### src/hw/ext_mem_pkg.sv
`default_nettype none

package ext_mem_pkg;

   // Bus widths
   localparam int DATA_W = 32;       // Data word
   localparam int ADDR_W = 14;       // Word address on memory side ports
   localparam int STRB_W = DATA_W / 8;

   // Cache geometry
   localparam int WORD_OFF_W = 2;    // Four words per line
   localparam int L1_LINES_W = 4;    // 16 lines in each L1
   localparam int L2_LINES_W = 6;    // 64 lines in L2

   // Data word as seen on every port
   typedef logic [DATA_W-1:0] word_t;

   // Word address, no byte offset bits
   typedef logic [ADDR_W-1:0] waddr_t;

   // Byte strobe, all zero marks a read
   typedef logic [STRB_W-1:0] wstrb_t;

   // Cache controller states
   typedef enum logic [2:0] {
      CS_IDLE,    // Waiting for req, applies pending invalidate
      CS_LOOKUP,  // Tag compare on latched address
      CS_FILL,    // Four back-end reads of the line
      CS_WRITE,   // Single back-end write
      CS_ACK      // Front-end ack pulse
   } cache_state_t;

endpackage

`default_nettype wire
### src/hw/wt_cache.sv
`timescale 1ns/1ps
`default_nettype none

module wt_cache #(
   parameter int LINES_W = ext_mem_pkg::L1_LINES_W
) (
   input  wire logic                clk_i,
   input  wire logic                arst_i,
   // Front-end
   input  wire logic                req_i,
   input  wire ext_mem_pkg::waddr_t addr_i,
   input  wire ext_mem_pkg::word_t  wdata_i,
   input  wire ext_mem_pkg::wstrb_t wstrb_i,
   output ext_mem_pkg::word_t       rdata_o,
   output logic                     ack_o,
   output logic                     rvalid_o,
   input  wire logic                invalidate_i,
   // Back-end
   output logic                     be_req_o,
   output ext_mem_pkg::waddr_t      be_addr_o,
   output ext_mem_pkg::word_t       be_wdata_o,
   output ext_mem_pkg::wstrb_t      be_wstrb_o,
   input  wire ext_mem_pkg::word_t  be_rdata_i,
   input  wire logic                be_ack_i
);

   localparam int LINES = 1 << LINES_W;
   localparam int OFF_W = ext_mem_pkg::WORD_OFF_W;
   localparam int TAG_W = ext_mem_pkg::ADDR_W - LINES_W - OFF_W;

   ext_mem_pkg::cache_state_t state_q;

   // Request latched at accept, held until ack
   ext_mem_pkg::waddr_t addr_q;
   ext_mem_pkg::word_t  wdata_q;
   ext_mem_pkg::wstrb_t wstrb_q;
   ext_mem_pkg::word_t  rdata_q;

   logic [OFF_W-1:0]   cnt_q;      // Fill word counter
   logic [LINES-1:0]   valid_q;
   logic               inv_pend_q; // Invalidate waiting for idle

   logic [TAG_W-1:0]    tag_arr  [LINES];
   ext_mem_pkg::word_t  data_arr [LINES << OFF_W];

   logic [LINES_W-1:0] idx;
   logic [TAG_W-1:0]   tag;
   logic [OFF_W-1:0]   word;
   logic               wr;
   logic               hit;
   logic               accept;
   logic               inv_apply;
   logic               fill_last;

   // Address split of the latched request
   assign idx  = addr_q[OFF_W +: LINES_W];
   assign tag  = addr_q[ext_mem_pkg::ADDR_W-1 -: TAG_W];
   assign word = addr_q[OFF_W-1:0];
   assign wr   = wstrb_q != '0;
   assign hit  = valid_q[idx] && (tag_arr[idx] == tag);

   // Pending invalidate waits for an idle cycle without req
   assign inv_apply = (state_q == ext_mem_pkg::CS_IDLE) && inv_pend_q && !req_i;
   assign accept    = (state_q == ext_mem_pkg::CS_IDLE) && req_i;
   assign fill_last = be_ack_i && (cnt_q == {OFF_W{1'b1}});

   // Front-end response
   assign ack_o    = state_q == ext_mem_pkg::CS_ACK;
   assign rvalid_o = ack_o && !wr;  // Reads only
   assign rdata_o  = rdata_q;

   // Back-end request straight from state and latched fields
   assign be_req_o   = (state_q == ext_mem_pkg::CS_FILL) || (state_q == ext_mem_pkg::CS_WRITE);
   assign be_wdata_o = wdata_q;
   assign be_wstrb_o = (state_q == ext_mem_pkg::CS_WRITE) ? wstrb_q : '0; // Fill is a read
   assign be_addr_o  = (state_q == ext_mem_pkg::CS_FILL) ?
                       {addr_q[ext_mem_pkg::ADDR_W-1:OFF_W], cnt_q} : addr_q;

   // Control FSM
   always_ff @(posedge clk_i or posedge arst_i) begin
      if (arst_i) begin
         state_q <= ext_mem_pkg::CS_IDLE;
         cnt_q   <= '0;
         valid_q <= '0;
      end else begin
         case (state_q)
            ext_mem_pkg::CS_IDLE: begin
               if (inv_apply) begin
                  valid_q <= '0; // Whole cache at once
               end else if (accept) begin
                  state_q <= ext_mem_pkg::CS_LOOKUP;
               end
            end
            ext_mem_pkg::CS_LOOKUP: begin
               cnt_q <= '0;
               if (wr) begin
                  state_q <= ext_mem_pkg::CS_WRITE; // Write through, hit or not
               end else if (hit) begin
                  state_q <= ext_mem_pkg::CS_ACK;
               end else begin
                  state_q <= ext_mem_pkg::CS_FILL;
               end
            end
            ext_mem_pkg::CS_FILL: begin
               if (be_ack_i) begin
                  cnt_q <= cnt_q + 1'b1;
               end
               if (fill_last) begin
                  valid_q[idx] <= 1'b1; // Line complete
                  state_q      <= ext_mem_pkg::CS_ACK;
               end
            end
            ext_mem_pkg::CS_WRITE: begin
               if (be_ack_i) begin
                  state_q <= ext_mem_pkg::CS_ACK;
               end
            end
            default: begin
               state_q <= ext_mem_pkg::CS_IDLE; // Ack lasts one cycle
            end
         endcase
      end
   end

   // Invalidate strobe is held here until idle
   always_ff @(posedge clk_i or posedge arst_i) begin
      if (arst_i) begin
         inv_pend_q <= 1'b0;
      end else if (invalidate_i) begin
         inv_pend_q <= 1'b1;
      end else if (inv_apply) begin
         inv_pend_q <= 1'b0;
      end
   end

   // Request fields
   always_ff @(posedge clk_i) begin
      if (accept) begin
         addr_q  <= addr_i;
         wdata_q <= wdata_i;
         wstrb_q <= wstrb_i;
      end
   end

   // Read data from a hit or from the matching fill beat
   always_ff @(posedge clk_i) begin
      if (state_q == ext_mem_pkg::CS_LOOKUP && hit) begin
         rdata_q <= data_arr[{idx, word}];
      end else if (state_q == ext_mem_pkg::CS_FILL && be_ack_i && cnt_q == word) begin
         rdata_q <= be_rdata_i;
      end
   end

   // Line storage
   always_ff @(posedge clk_i) begin
      if (state_q == ext_mem_pkg::CS_FILL && be_ack_i) begin
         data_arr[{idx, cnt_q}] <= be_rdata_i; // Install each beat
      end else if (state_q == ext_mem_pkg::CS_LOOKUP && hit && wr) begin
         for (int b = 0; b < ext_mem_pkg::STRB_W; b++) begin
            if (wstrb_q[b]) begin
               data_arr[{idx, word}][8*b +: 8] <= wdata_q[8*b +: 8];
            end
         end
      end
   end

   always_ff @(posedge clk_i) begin
      if (state_q == ext_mem_pkg::CS_FILL && fill_last) begin
         tag_arr[idx] <= tag;
      end
   end

   a_be_hold: assert property (@(posedge clk_i) disable iff (arst_i)
      be_req_o && !be_ack_i |=> be_req_o && $stable(be_addr_o) &&
                                $stable(be_wdata_o) && $stable(be_wstrb_o))
      else $error("wt_cache: back-end request changed before ack");

   a_ack_pulse: assert property (@(posedge clk_i) disable iff (arst_i)
      ack_o |=> !ack_o)
      else $error("wt_cache: ack longer than one cycle");

   // Valid bits only drop while idle
   a_inv_idle: assert property (@(posedge clk_i) disable iff (arst_i)
      (state_q != ext_mem_pkg::CS_IDLE) |=> ((valid_q & $past(valid_q)) == $past(valid_q)))
      else $error("wt_cache: invalidate applied outside idle");

endmodule

`default_nettype wire

### config.mk
export PLATFORM = sky130hd
export DESIGN_NAME = wt_cache
export DESIGN_NICKNAME = d
export VERILOG_FILES = /design/src/hw/ext_mem_pkg.sv /design/src/hw/wt_cache.sv
export SDC_FILE = /design/constraint.sdc
export NUM_CORES = 2
export LEC_CHECK = 0
export ABC_AREA = 1
export BUFFER_PORTS_ARGS = -buffer_cell sky130_fd_sc_hd__buf_2
export CELL_PAD_IN_SITES_DETAIL_PLACEMENT = 0
export CELL_PAD_IN_SITES_GLOBAL_PLACEMENT = 1
export CORE_MARGIN = 1.5
export CORE_UTILIZATION = 47
export CTS_CLUSTER_SIZE = 12
export DETAILED_ROUTE_END_ITERATION = 8
export PLACE_DENSITY = 0.81
export SLEW_MARGIN = 5
export SYNTH_ARGS = -nofsm -noshare
export SYNTH_HDL_FRONTEND = slang
export SYNTH_SLANG_ARGS = --single-unit
### constraint.sdc
create_clock -name clk_i -period 4 [get_ports clk_i]
set_input_delay 0.2 -clock clk_i [delete_from_list [all_inputs] [get_ports clk_i]]
set_output_delay 0.2 -clock clk_i [all_outputs]
set_load 0.05 [all_outputs]
==> metrics.yaml <==
outcome: "complete, no violations"
synth_seq_cells: 2317
numCtsBuffers: 226
drt_iter0_drc: 8872
multi_input_area_sq_um: 20150
setup.worst_path.class: "register to register"
finalCritPeriodShare_pct: 99.07
route.detailed.drc: 0
layout-drive-gt1-share_pct: 14.91
slew_viol_final: 0
wire_per_inst_um: 27.02
grt_setup_unrepaired: "true"
track_usage_pct: 26.86
cp-start-kind: "register"
synth.top_cells.by_area: "edfxtp_1, o21ai_0, nor2_1"
drtPass1Iterations: 9
tns_ns: 0
power.density_nw_per_um2: 531.5
die_area_sq_um: 198100
start_util_pct: 47.20
leakage_nw: 35.05
ctsLongestPathBuffers: 3
dp_hpwl_um: 162700
netlist_instances: 6871
cts.sinks: 2317
routed_via_density: 6.083
ys_types: 46
ys.flop_type: "edfxtp_1"
relSlewSlack_pct: 27.70
io_buffers: 171
ctsHtreeMaxLevel: 4
whs_path_depth: 2
row_count: 162
antenna_found_initial: 14
syn-num-nets: 6959
dieHeight_um: 445.1
synthArstFlopShare_pct: 0.9495
setup_viol: 0
nFillCells: 15420
cts.clk_slew.worst_paths_ns: 0.07
wl_um: 270900
fin_crit_ns: 3.963
max_freq_mhz: 252.3
crit_fanout: 39
worst_ep_required_time_ns: 4.55
grt_pass1_wl_um: 391300
hp-class: "primary input to register"
ant_nets: 0
ys_seq_area_share_pct: 75.59
layout.area.seq_sq_um: 69430
synth_most_common_cell: "edfxtp_1"
synth_warnings: 0
rr_worst_depth: 18
cts_root_buf: "clkbuf_16"
die_width_um: 445.1
gp_congestion: 0.9103
syn_area_sq_um: 91840
yosys.area.top_type: "edfxtp_1"
cts_tree: "yes"
synth-edff-count: 2291
num_io_pins: 172
nNetsFinal: 7439
first_global_vias: 57840
utilization_pct: 54.61
num_vias: 60980
gr-total-overflow: 0
tightest_slew_ns: 1.079
grt_max_degree: 161
synth_commonest_cells: "edfxtp_1, nor2_1, o21ai_0, o22ai_1, nand2_1"
synth_top_area_share_pct: 74.90
max-vdd-ir-drop_mv: 0.5015
drv_cap: 0
placeableCoreArea_sq_um: 194600
clkLatencyLatePin_ns: 0.87
synthToLayoutAreaGrowth_pct: 15.70
avgSynthCellArea_sq_um: 13.37
fin_skew_ns: 0.04304
worstPathArrival_ns: 4.52
end_kind: "register"
hold_viol: 0
flip-flops by register name, summed over array words and instances (netlist names), named ones only:
signal,count
addr_q,14
cnt_q,2
be_wdata_o,32
data_arr,2048
state_q,3
valid_q,16
wstrb_q,4
tag_arr,128
inv_pend_q,1
where the power goes:
part | internal [mW] | leakage, nW | switching, mW | total, mW
clock network | 10.5 | 3.11 | 8.72 | 19.2
logic | 2.64 | 11.0 | 7.14 | 9.78
registers | 27.2 | 20.9 | 0.252 | 27.5
metrics by stage:
step | power [mW] | cells | instance area [sq um] | hold WS [ns] | worst slack [ns]
6_report | 56.48 | 10020 | 106300 | 0.04192 | 0.03719
5_1_grt | 58.08 | 10010 | 106200 | 0.02931 | -0.1003
4_1_cts | 56.38 | 10010 | 106100 | 0.001879 | -0.002454
3_5_place_dp | 37.40 | 9570 | 98700 | 0.3781 | -0.09770
3_3_place_gp | 37.28 | 9570 | 98700 | 0.3768 | -0.04084
2_1_floorplan | 33.72 | 6871 | 91840 | 0.1892 | 0.2414
timing repair:
item                                   CTS  global route
pin swaps                                0             2
resized for setup                        9            10
endpoints found under the hold margin  130             0
hold buffers                            88             0
buffers inserted                         0             7
gates cloned                             0             0
setup endpoints to repair              138           880
cells in the final DEF, fill, tap and decap left out, types with 3 or more instances in the layout:
cell	n
o22ai_1	514
nand3_1	94
mux2_2	64
o21ai_0	1046
o211ai_1	16
dfrtp_1	22
diode_2	12
nand4_1	43
nor2_4	5
edfxtp_1	2291
clkinv_16	3
clkbuf_16	230
clkinv_2	14
nand2_2	6
a41oi_1	20
nand4_2	27
clkinv_1	31
nor2_1	1358
buf_4	389
dlygate4sd3_1	88
nand2_1	473
nor2_2	37
nor3_1	4
inv_2	10
dfxtp_1	3
clkbuf_1	58
a21oi_1	36
a221oi_1	62
inv_1	94
o221ai_1	19
buf_2	171
nand4_4	34
buf_12	98
o21ai_1	8
a22o_1	61
inv_6	4
layout make-up:
cell class / count / area share, %
flip-flops and latches: 2317 / 65.33
multi-input cells: 3950 / 18.96
repair buffers: 748 / 6.250
clock buffers: 289 / 5.634
well taps: 2542 / 2.993
clock inverters: 58 / 0.3991
inverters: 108 / 0.3980
diodes: 12 / 0.02826
logic make-up (layout without fill, tap and decap cells):
kind of cell,Yosys count,count (layout),synth area share [%]
buffers and inverters,604,1203,2.663
adders and majority gates,1,1,0.01362
DFF,2317,2317,75.59
muxes,64,64,0.7847
and+or+nand+nor,2090,2090,9.715
other,0,12,0
xor gates and xnor gates,2,2,0.01908
AOI/OAI and AO/OA,1793,1793,11.21
worst max-delay path: stages (launching register included):
cell and delay [ns]:
dfxtp_2 0.48, inv_2 0.09, buf_12 0.18, nand2_1 0.09, nand3_1 0.09, nand3_1 0.10
nand3_1 0.14, nand3_1 0.12, nand2_1 0.06, nor2_1 0.16, nand3_1 0.14, nor2_4 0.15
buf_12 0.14, nand4_1 0.10, nand2_2 0.16, buf_12 0.28, nand4_2 0.63, nor2_1 0.28
buf_4 0.21
final timing paths:
kind                            start                to  slack (ns)
max                          register  data_arr[36][23]        0.04
min                        wdata_i[8]     be_wdata_o[8]        0.04
max reg2reg                  register  data_arr[36][23]        0.04
min reg2reg                valid_q[4]        valid_q[4]        0.50
max in group asynchronous      arst_i       valid_q[11]        3.36
min in group asynchronous      arst_i        state_q[0]        0.09
routing by layer:
layer / share of wire (%) / vias up / global-route usage (%)
li1: - / 26550 / -
met2: 46 / 3725 / 41.17
met3: 11 / 586 / 5.697
met5: 0.036 / - / 0
met4: 4.7 / 14 / 12.19
met1: 38 / 30100 / 36.98
Note: power is estimated with default switching activity, not from simulation.
