--- src/hw/ext_mem_pkg.sv ---
`default_nettype none

package ext_mem_pkg;

   // Bus widths
   localparam int DATA_W = 32;       // Data word
   localparam int ADDR_W = 14;       // Word address on memory side ports
   localparam int STRB_W = DATA_W / 8;

   // Cache geometry
   localparam int WORD_OFF_W = 2;    // Four words per line
   localparam int L1_LINES_W = 4;    // 16 lines in each L1
   localparam int L2_LINES_W = 6;    // 64 lines in L2

   // Data word as seen on every port
   typedef logic [DATA_W-1:0] word_t;

   // Word address, no byte offset bits
   typedef logic [ADDR_W-1:0] waddr_t;

   // Byte strobe, all zero marks a read
   typedef logic [STRB_W-1:0] wstrb_t;

   // Cache controller states
   typedef enum logic [2:0] {
      CS_IDLE,    // Waiting for req, applies pending invalidate
      CS_LOOKUP,  // Tag compare on latched address
      CS_FILL,    // Four back-end reads of the line
      CS_WRITE,   // Single back-end write
      CS_ACK      // Front-end ack pulse
   } cache_state_t;

endpackage

`default_nettype wire
--- src/hw/be_merge.sv ---
`timescale 1ns/1ps
`default_nettype none

module be_merge (
   input  wire logic                clk_i,
   input  wire logic                arst_i,
   // Master a
   input  wire logic                a_req_i,
   input  wire ext_mem_pkg::waddr_t a_addr_i,
   input  wire ext_mem_pkg::word_t  a_wdata_i,
   input  wire ext_mem_pkg::wstrb_t a_wstrb_i,
   output ext_mem_pkg::word_t       a_rdata_o,
   output logic                     a_ack_o,
   // Master b
   input  wire logic                b_req_i,
   input  wire ext_mem_pkg::waddr_t b_addr_i,
   input  wire ext_mem_pkg::word_t  b_wdata_i,
   input  wire ext_mem_pkg::wstrb_t b_wstrb_i,
   output ext_mem_pkg::word_t       b_rdata_o,
   output logic                     b_ack_o,
   // Slave
   output logic                     s_req_o,
   output ext_mem_pkg::waddr_t      s_addr_o,
   output ext_mem_pkg::word_t       s_wdata_o,
   output ext_mem_pkg::wstrb_t      s_wstrb_o,
   input  wire ext_mem_pkg::word_t  s_rdata_i,
   input  wire logic                s_ack_i
);

   logic gnt_vld_q;  // A transfer is in progress
   logic gnt_b_q;    // Owner of that transfer
   logic prio_b_q;   // b wins the next tie
   logic sel_b;

   // Locked owner first, else same-cycle arbitration
   always_comb begin
      if (gnt_vld_q) begin
         sel_b = gnt_b_q;
      end else if (a_req_i && b_req_i) begin
         sel_b = prio_b_q;
      end else begin
         sel_b = b_req_i;
      end
   end

   assign s_req_o   = sel_b ? b_req_i   : a_req_i;
   assign s_addr_o  = sel_b ? b_addr_i  : a_addr_i;
   assign s_wdata_o = sel_b ? b_wdata_i : a_wdata_i;
   assign s_wstrb_o = sel_b ? b_wstrb_i : a_wstrb_i;

   // Data is shared, ack only to the owner
   assign a_rdata_o = s_rdata_i;
   assign b_rdata_o = s_rdata_i;
   assign a_ack_o   = s_ack_i && !sel_b;
   assign b_ack_o   = s_ack_i && sel_b;

   always_ff @(posedge clk_i or posedge arst_i) begin
      if (arst_i) begin
         gnt_vld_q <= 1'b0;
         gnt_b_q   <= 1'b0;
         prio_b_q  <= 1'b0;
      end else if (s_ack_i) begin
         gnt_vld_q <= 1'b0;
         prio_b_q  <= !sel_b; // Other side goes first next time
      end else if (s_req_o && !gnt_vld_q) begin
         gnt_vld_q <= 1'b1;
         gnt_b_q   <= sel_b;
      end
   end

   a_one_ack: assert property (@(posedge clk_i) disable iff (arst_i)
      !(a_ack_o && b_ack_o))
      else $error("be_merge: ack routed to both masters");

endmodule

`default_nettype wire

--- config.mk ---
export PLATFORM = sky130hd
export DESIGN_NAME = be_merge
export DESIGN_NICKNAME = d
export VERILOG_FILES = /design/src/hw/ext_mem_pkg.sv /design/src/hw/be_merge.sv
export SDC_FILE = /design/constraint.sdc
export NUM_CORES = 1
export LEC_CHECK = 0
export BUFFER_PORTS_ARGS = -buffer_cell sky130_fd_sc_hd__buf_2
export CAP_MARGIN = 10
export CORE_AREA = 5 5 95 97
export DETAILED_ROUTE_END_ITERATION = 8
export DIE_AREA = 0 0 100 102
export HOLD_SLACK_MARGIN = 0.08
export PLACE_DENSITY = 0.67
export SYNTH_ARGS = -nofsm -noshare
export SYNTH_HDL_FRONTEND = slang
export SYNTH_SLANG_ARGS = --single-unit
--- constraint.sdc ---
create_clock -name clk_i -period 3.28 [get_ports clk_i]
set_input_delay 0.492 -clock clk_i [delete_from_list [all_inputs] [get_ports clk_i]]
set_output_delay 0.492 -clock clk_i [all_outputs]
set_load 0.005 [all_outputs]
==> results by group, run 1 <==
Status
  – Run status: complete, no violations

Final layout
  – Final instance area: about 0.0017 sq mm
  – Area growth, synth to finish: 34.90%
  – Most frequent cells in the layout: 157 x buf_2, 50 x mux2_2, 4 x nor2_1
  – Core Util, Final: a little over a fifth
  – Layout fillers: around 910
  – Layout Nets: around 370
  – Inserted Diodes: 0
  – Non-filler instance count after layout: between 300 and 400
  – Fraction of layout cells with a size suffix above 1: around 91%
  – Commonest non-fill, non-tap cell in the layout: buf_2

CTS
  – Setup Fix Bufs, Post-CTS: 0
  – Level count of the clock H-tree: 1
  – Source-to-sink clock delay at the later pin of the worst-skew pair: between 0.2 and 0.25 ns
  – Resize count post-CTS: 0
  – Number of sinks handled by clock tree synthesis: 3
  – Clock tree from TritonCTS: built
  – Cts bufs inserted: 3
  – Clock transition time at the flip-flop clock pins of the worst setup and hold paths: roughly 0.03 ns
  – Number of hold buffers added after cts: 0
  – Clock Tree Root: clkbuf_8
  – Maximum number of buffers from clock root to sink: 2

Power and ir drop
  – Total power draw: ~470 uW
  – Leakage component of the power: 0.0009248 uW
  – Clock Power Share: a little under a quarter
  – Power spent charging and discharging nets: ~150 uW
  – Sw frac: around 33%
  – Power per unit of standard cell area: 274.7 mW/mm^2
  – Worst voltage drop across the vdd grid: 0.1399 mV
  – Combinational Power Share: roughly 68%
  – Internal Pwr Total: approximately 320 uW
  – Sequential share of power: around a tenth

Die
  – X dimension of the die: ~100 um
  – Area enclosed by the die boundary: approximately 0.010 sq mm
  – Starting Density: between 10% and 20%
  – Area of the core: about 0.008 sq mm
  – IO Pins: approximately 250
  – Number of rows created at floorplan: 33
  – Die Span Y: ~100 um

Logic synthesis
  – Largest family of logic cells by synthesized area: multiplexers
  – Multiplexer share of the synthesized area: about 44%
  – Number of warnings issued by yosys: 0
  – Number of synthesized register bits: 3
  – Post-Synthesis Cells: ~140
  – Simple-gate share of the synthesized area: ~4%
  – Seq/Total Area, Yosys: approximately 5.9%
  – Complex-gate fraction of the synthesized area: between 3 and 4%
  – Cell type contributing the most total cell area after synthesis: mux2_2
  – Netlist Area Pre-Place: between 0.001 and 0.0015 sq mm
  – Parity-gate share of the synthesized area counting xor and xnor cells: 0%
  – Syn Nets: approximately 280
  – Adder and majority cell fraction of the synthesized area: 0%
  – Dominant cells by area after synthesis: mux2_2 44%, buf_4 38%, dfrtp_1 5.9%
  – Post-synth cell types: 15
  – Top cell type's share of synthesized area: 44.12%
  – Average cell area after synthesis: about 9.1 sq um

Timing
  – Actual slew at the worst max-slew pin: between 0.3 and 0.4 ns
  – Final critical path time including I/O delays and setup: between 2 and 3 ns
  – Final setup viols: 0
  – Sum Neg Setup Slack: 0 ns
  – Number of max-slew violations in the final report: 0
  – Setup repair after global routing missed its margin: no
  – Max-slew headroom at the worst pin: 74.06%
  – Maximum clock skew at final layout: 0.003792 ns
  – Final number of hold-violating endpoints: 0
  – Highest clock frequency the design can meet: around 400 MHz
  – Share of the clock period used by the worst path: 76.29%

Placement
  – Placed Instance Area: 0.001677 sq mm
  – Detailed placer's ending HPWL: 4.138 mm
  – Routability Congestion: between 0.6 and 0.7
  – Count of port buffers added during placement: about 160
  – Placed instance count: between 300 and 400

Worst setup path
  – Maximum fanout count along the critical path: 43
  – Setup slack of the most critical reg-to-reg path: 2.04 ns
  – CP Capture Type: primary output
  – Biggest cell delay along the critical path: roughly 0.40 ns
  – Data arrival, critical path: 2.01 ns
  – Critical Path RT: roughly 2.8 ns
  – Critical path destination: s_wdata_o[26]
  – Kind of start point of the critical path: flop
  – Reg-to-reg critical path startpoint: gnt_vld_q
  – Worst reg2reg path endpoint: prio_b_q
  – Cell with the biggest individual delay on the critical path: dfrtp_1
  – Kind of critical path: reg2out
  – Depth of the worst register-to-register path: 3
  – Critical path, cell by cell: nand2b_1 -> o21ai_4 -> buf_12 -> mux2_2 -> buf_2
  – CP Launch Point: gnt_vld_q

Worst hold path
  – Worst Hold Class: in2async

Route
  – Number of vias in the routed layout: around 1,300
  – Routed length per placed instance: 13.67 um
  – Remaining DRCs: 0
  – First-iteration detailed-routing DRC count: 18
  – Routed wire length: 4.634 mm
  – Via-per-instance ratio: about 3.8
  – Number of detailed-route iterations in the first pass: 3
  – Antenna-violating nets left: 0

Global routing
  – Via count of the first global-routing pass: 1,363
  – Pin count of the biggest net entering global routing: 44
  – GRT Resource Usage Total: 7.842%
  – First-pass GRT wire length: approximately 6.5 mm
  – Residual overflow from global routing: 0
  – Number of antenna violations at the first check in global routing: 0

Job
  – Max-cap viol count: 0
-- flip-flops by register name, summed over array words and instances, names as in the netlist --
name,cells
gnt_b_q,1
gnt_vld_q,1
prio_b_q,1
-- power groups by stage --
| stage | Combinational [uW] | Clock, uW | Sequential, uW |
|---|---|---|---|
| 2_1_floorplan | 240 | 0 | 45.8 |
| 3_3_place_gp | 318 | 0 | 46.4 |
| 3_5_place_dp | 326 | 0 | 46.8 |
| 4_1_cts | 328 | 111 | 46.3 |
| 5_1_grt | 350 | 115 | 47.2 |
| 6_report | 319 | 107 | 46.5 |
-- worst max-delay path: cells and delay by family, from the launching register on --
kind	cells	cell delay, ns
buffers and inverters	2	0.41
AOI/OAI and AO/OA	1	0.37
and+or+nand+nor	1	0.19
muxes	1	0.39
DFF	1	0.40
-- layout make-up --
| class | count | area (sq um) | share of cell area (%) |
|---|---|---|---|
| flip-flops and latches | 3 | 75.07 | 4.360 |
| multi-input cells | 67 | 656.9 | 38.15 |
| clock buffers | 4 | 45.04 | 2.616 |
| well taps | 105 | 131.4 | 7.631 |
| inverters | 2 | 7.507 | 0.4360 |
| repair buffers | 158 | 805.8 | 46.80 |
-- synthesized netlist by cell type --
cell type	count
a21oi_1	3
nand2b_1	1
mux2_2	50
and2_1	1
nand2_1	3
o21ai_4	1
nor3_1	1
buf_4	64
buf_6	5
a31oi_1	1
inv_1	2
nor2_1	4
and2b_1	1
dfrtp_1	3
o21ai_0	1
-- worst min path at each step --
stage | slack [ns] | from | to | cells past startpoint
after floorplan | 0.25 | arst_i | gnt_b_q | 1
after global placement | 0.36 | arst_i | gnt_vld_q | 2
after detailed placement | 0.36 | arst_i | gnt_b_q | 2
after CTS | 0.13 | arst_i | gnt_b_q | 2
after global routing | 0.14 | arst_i | gnt_b_q | 2
final | 0.13 | arst_i | gnt_b_q | 2
-- metal layers --
| metal | wire [um] | vias to the layer above | global-route usage, % |
|---|---|---|---|
| li1 | - | 595 | - |
| met1 | 1412 | 544 | 7.259 |
| met2 | 2248 | 114 | 14.73 |
| met3 | 767 | 29 | 3.072 |
| met4 | 205 | 0 | 4.352 |
| met5 | 0 | - | 0 |
-- metrics by stage --
step | hold slack, ns | worst slack [ns]
final | 0.1348 | 0.7778
after global routing | 0.1409 | 0.6761
after CTS | 0.1313 | 0.7408
after detailed placement | 0.3598 | 0.8004
after global placement | 0.3559 | 0.8498
after floorplan | 0.2456 | 1.360
-- kinds of logic after synthesis --
logic type,after synthesis
AOI/OAI and AO/OA,6
and+or+nand+nor,11
muxes,50
buffers and inverters,71
DFF,3
(Power assumes the default switching activity.)
==> inputs of run 2 (changes only) <==
PLACE_DENSITY = 0.69   (was 0.67)
clock period = 2 ns   (was 3.28 ns; I/O delays follow)
==> run 2 against run 1 <==
Net effect:
- largest cell class unchanged
- the run now ends with setup timing left
- clock skew down 0.0023 ns
- combinational power up 130%
- wire length up 50%
- register-to-register slack worse by 1.4 ns
- hold slack better by 0.15 ns
- sequential share of layout area down 0.64 points
- cell count up 2.9%
- power up 110%
- largest power group unchanged
- via count up 5.6%
==> results by group, run 2 (synthesis gave the netlist of run 1 again) <==
Power and ir drop
  – Worst voltage drop across the vdd grid: 0.1136 mV (-19%)
  – Leakage component of the power: 0.001093 uW (+18%)
  – Total power draw: 990.5 uW (+110%)
  – Power per unit of standard cell area: 491.4 mW/mm^2 (+79%)

Final layout
  – Non-filler instance count after layout: 349 (+2.9%)
  – Register area: 75.07 sq um (unchanged)
  – Core Util, Final: 25.04% (+3.7 points)
  – Fraction of layout cells with a size suffix above 1: 90.98% (+0.39 points)
  – Inserted Diodes: 0 (unchanged)
  – Commonest non-fill, non-tap cell in the layout: buf_2
  – Layout Nets: 382 (+2.7%)
  – Final instance area: 0.002016 sq mm (+17%)
  – Layout fillers: 888 (-2.3%)
  – Biggest regs: gnt_b_q x1, gnt_vld_q x1, prio_b_q x1
  – Footprint of the multi-input gates: 720.7 sq um (+9.7%)
  – Most frequent cells in the layout: 143 x buf_2, 35 x mux2_2, 16 x buf_6
  – Area growth, synth to finish: 57.94%

Worst setup path
  – Critical Path RT: 1.70 ns (-1.09 ns)
  – Maximum fanout count along the critical path: 14 (-67%)
  – Data arrival, critical path: 1.74 ns (-0.27 ns)
  – Kind of critical path: reg2out
  – CP Capture Type: primary output
  – Setup slack of the most critical reg-to-reg path: 0.63 ns (-1.41 ns)
  – Kind of start point of the critical path: flop

Timing
  – Actual slew at the worst max-slew pin: 0.1675 ns (-0.2201 ns)
  – Final critical path time including I/O delays and setup: around 2.0 ns
  – Share of the clock period used by the worst path: 101.9%
  – Max-slew headroom at the worst pin: 88.79% (+15 points)
  – Highest clock frequency the design can meet: around 500 MHz
  – Final number of hold-violating endpoints: 0 (unchanged)
  – Final setup viols: 28 (+28)
  – Min setup slack post-route: -0.03830 ns (-0.8161 ns)
  – Setup repair after global routing missed its margin: yes
  – Number of max-slew violations in the final report: 0 (unchanged)
  – Maximum clock skew at final layout: 0.001446 ns (-0.002346 ns)

CTS
  – Source-to-sink clock delay at the later pin of the worst-skew pair: 0.22 ns (about the same)
  – Clock tree from TritonCTS: built
  – Maximum number of buffers from clock root to sink: 2 (unchanged)
  – Number of sinks handled by clock tree synthesis: 3 (unchanged)
  – Cts bufs inserted: 3 (unchanged)
  – Level count of the clock H-tree: 1 (unchanged)
  – Clock Tree Root: clkbuf_8
  – Clock transition time at the flip-flop clock pins of the worst setup and hold paths: 0.03 ns (about the same)

Route
  – Antenna-violating nets left: 0 (unchanged)
  – Via-per-instance ratio: 3.880 (+2.6%)
  – Number of detailed-route iterations in the first pass: 4 (+1)
  – Number of vias in the routed layout: 1,354 (+5.6%)
  – Routed wire length: 6.949 mm (+50%)
  – First-iteration detailed-routing DRC count: 23 (+5)
  – Remaining DRCs: 0 (unchanged)
  – Routed length per placed instance: 19.91 um (+46%)

Die
  – IO Pins: 254 (unchanged)
  – Starting Density: 15.85% (unchanged)
  – X dimension of the die: 100 um (unchanged)
  – Area enclosed by the die boundary: 0.01020 sq mm (unchanged)
  – Number of rows created at floorplan: 33 (unchanged)
  – Die Span Y: 102 um (unchanged)
  – Area of the core: 0.008051 sq mm (unchanged)

Placement
  – Placed instance count: 335 (unchanged)
  – Routability Congestion: 0.7577 (+14%)
  – Detailed placer's ending HPWL: 5.330 mm (+29%)
  – Post-Place Setup Slack: 0.1088 ns (-0.6916 ns)
  – Placed Instance Area: 0.001677 sq mm (unchanged)
  – Count of port buffers added during placement: 157 (unchanged)

Status
  – Failing checks: setup timing
  – Run status: finished, violations left

Global routing
  – Met3 routing resource usage after global routing: 3.003% (-0.068 points)
  – First-pass GRT wire length: 9.045 mm (+39%)
  – Via count of the first global-routing pass: 1,557 (+14%)
  – Number of antenna violations at the first check in global routing: 0 (unchanged)
  – Residual overflow from global routing: 0 (unchanged)
  – Most Crowded Layer GR: met2
  – GRT Resource Usage Total: 12.13% (+4.3 points)
  – Met1 layer usage reported by global route: 13.18% (+5.9 points)
  – GRT met2 Usage: 22.93% (+8.2 points)
  – Pin count of the biggest net entering global routing: 15 (-66%)

Job
  – Max-cap viol count: 0 (unchanged)

Worst hold path
  – Worst Hold Class: in2reg
-- run 2: cell count changes in the layout (fill, tap and decap cells not counted) --
cell	delta
buf_2	-14
buf_16	+2
nand2b_4	+1
clkbuf_16	+1
buf_4	+4
dlygate4sd3_1	+1
nand2b_1	-1
buf_6	+16
mux2_2	-15
mux2_4	+15
-- run 2: timing repair --
action,in CTS,in global routing
pin swaps,1,1
setup endpoints to repair,50,50
setup buffers,6,0
gates cloned,3,1
gates resized for setup,26,9
endpoints found under the hold margin,3,0
hold buffers,1,0
-- run 2: where the power goes --
part,switching [uW],internal (uW)
clock,40.0,136
sequential,6.13,69.6
combinational,284,455
-- run 2: path summary, 6_finish.rpt --
path,to,from,cells past startpoint
setup reg to reg,prio_b_q,gnt_vld_q,6
setup / recovery,s_wdata_o[6],gnt_vld_q,6
max in group asynchronous,prio_b_q,arst_i,3
hold / removal,gnt_vld_q,s_ack_i,2
min in group asynchronous,gnt_b_q,arst_i,3
hold reg to reg,prio_b_q,prio_b_q,3
-- run 2: metrics by stage --
stage / setup TNS (ns) / hold slack (ns)
floorplan: 0 / 0.05364
detailed placement: 0 / 0.1679
global route: -2.890 / 0.2947
finish: -0.5266 / 0.2888
CTS: -0.9977 / 0.2862
global placement: 0 / 0.1625
-- run 2: worst max-delay path, cell delays in order, from the launching register on --
cell	delay, ns
dfrtp_1	0.39
nand2b_4	0.15
o21ai_4	0.19
buf_4	0.15
buf_12	0.15
mux2_2	0.35
buf_2	0.14
-- run 2: area by class of cell --
type                            instances  share of cell area (%)
Clock buffer                            4                   2.235
Multi-Input combinational cell         67                   35.75
Tap cell                              105                   6.518
Inverter                                2                  0.3724
Timing Repair Buffer                  168                   51.40
Sequential cell                         3                   3.724
-- run 2: per-layer routing --
metal,up-vias,wire length [um]
met4,0,148
met2,105,3456
met5,-,0
li1,620,-
met3,22,679
met1,607,2665
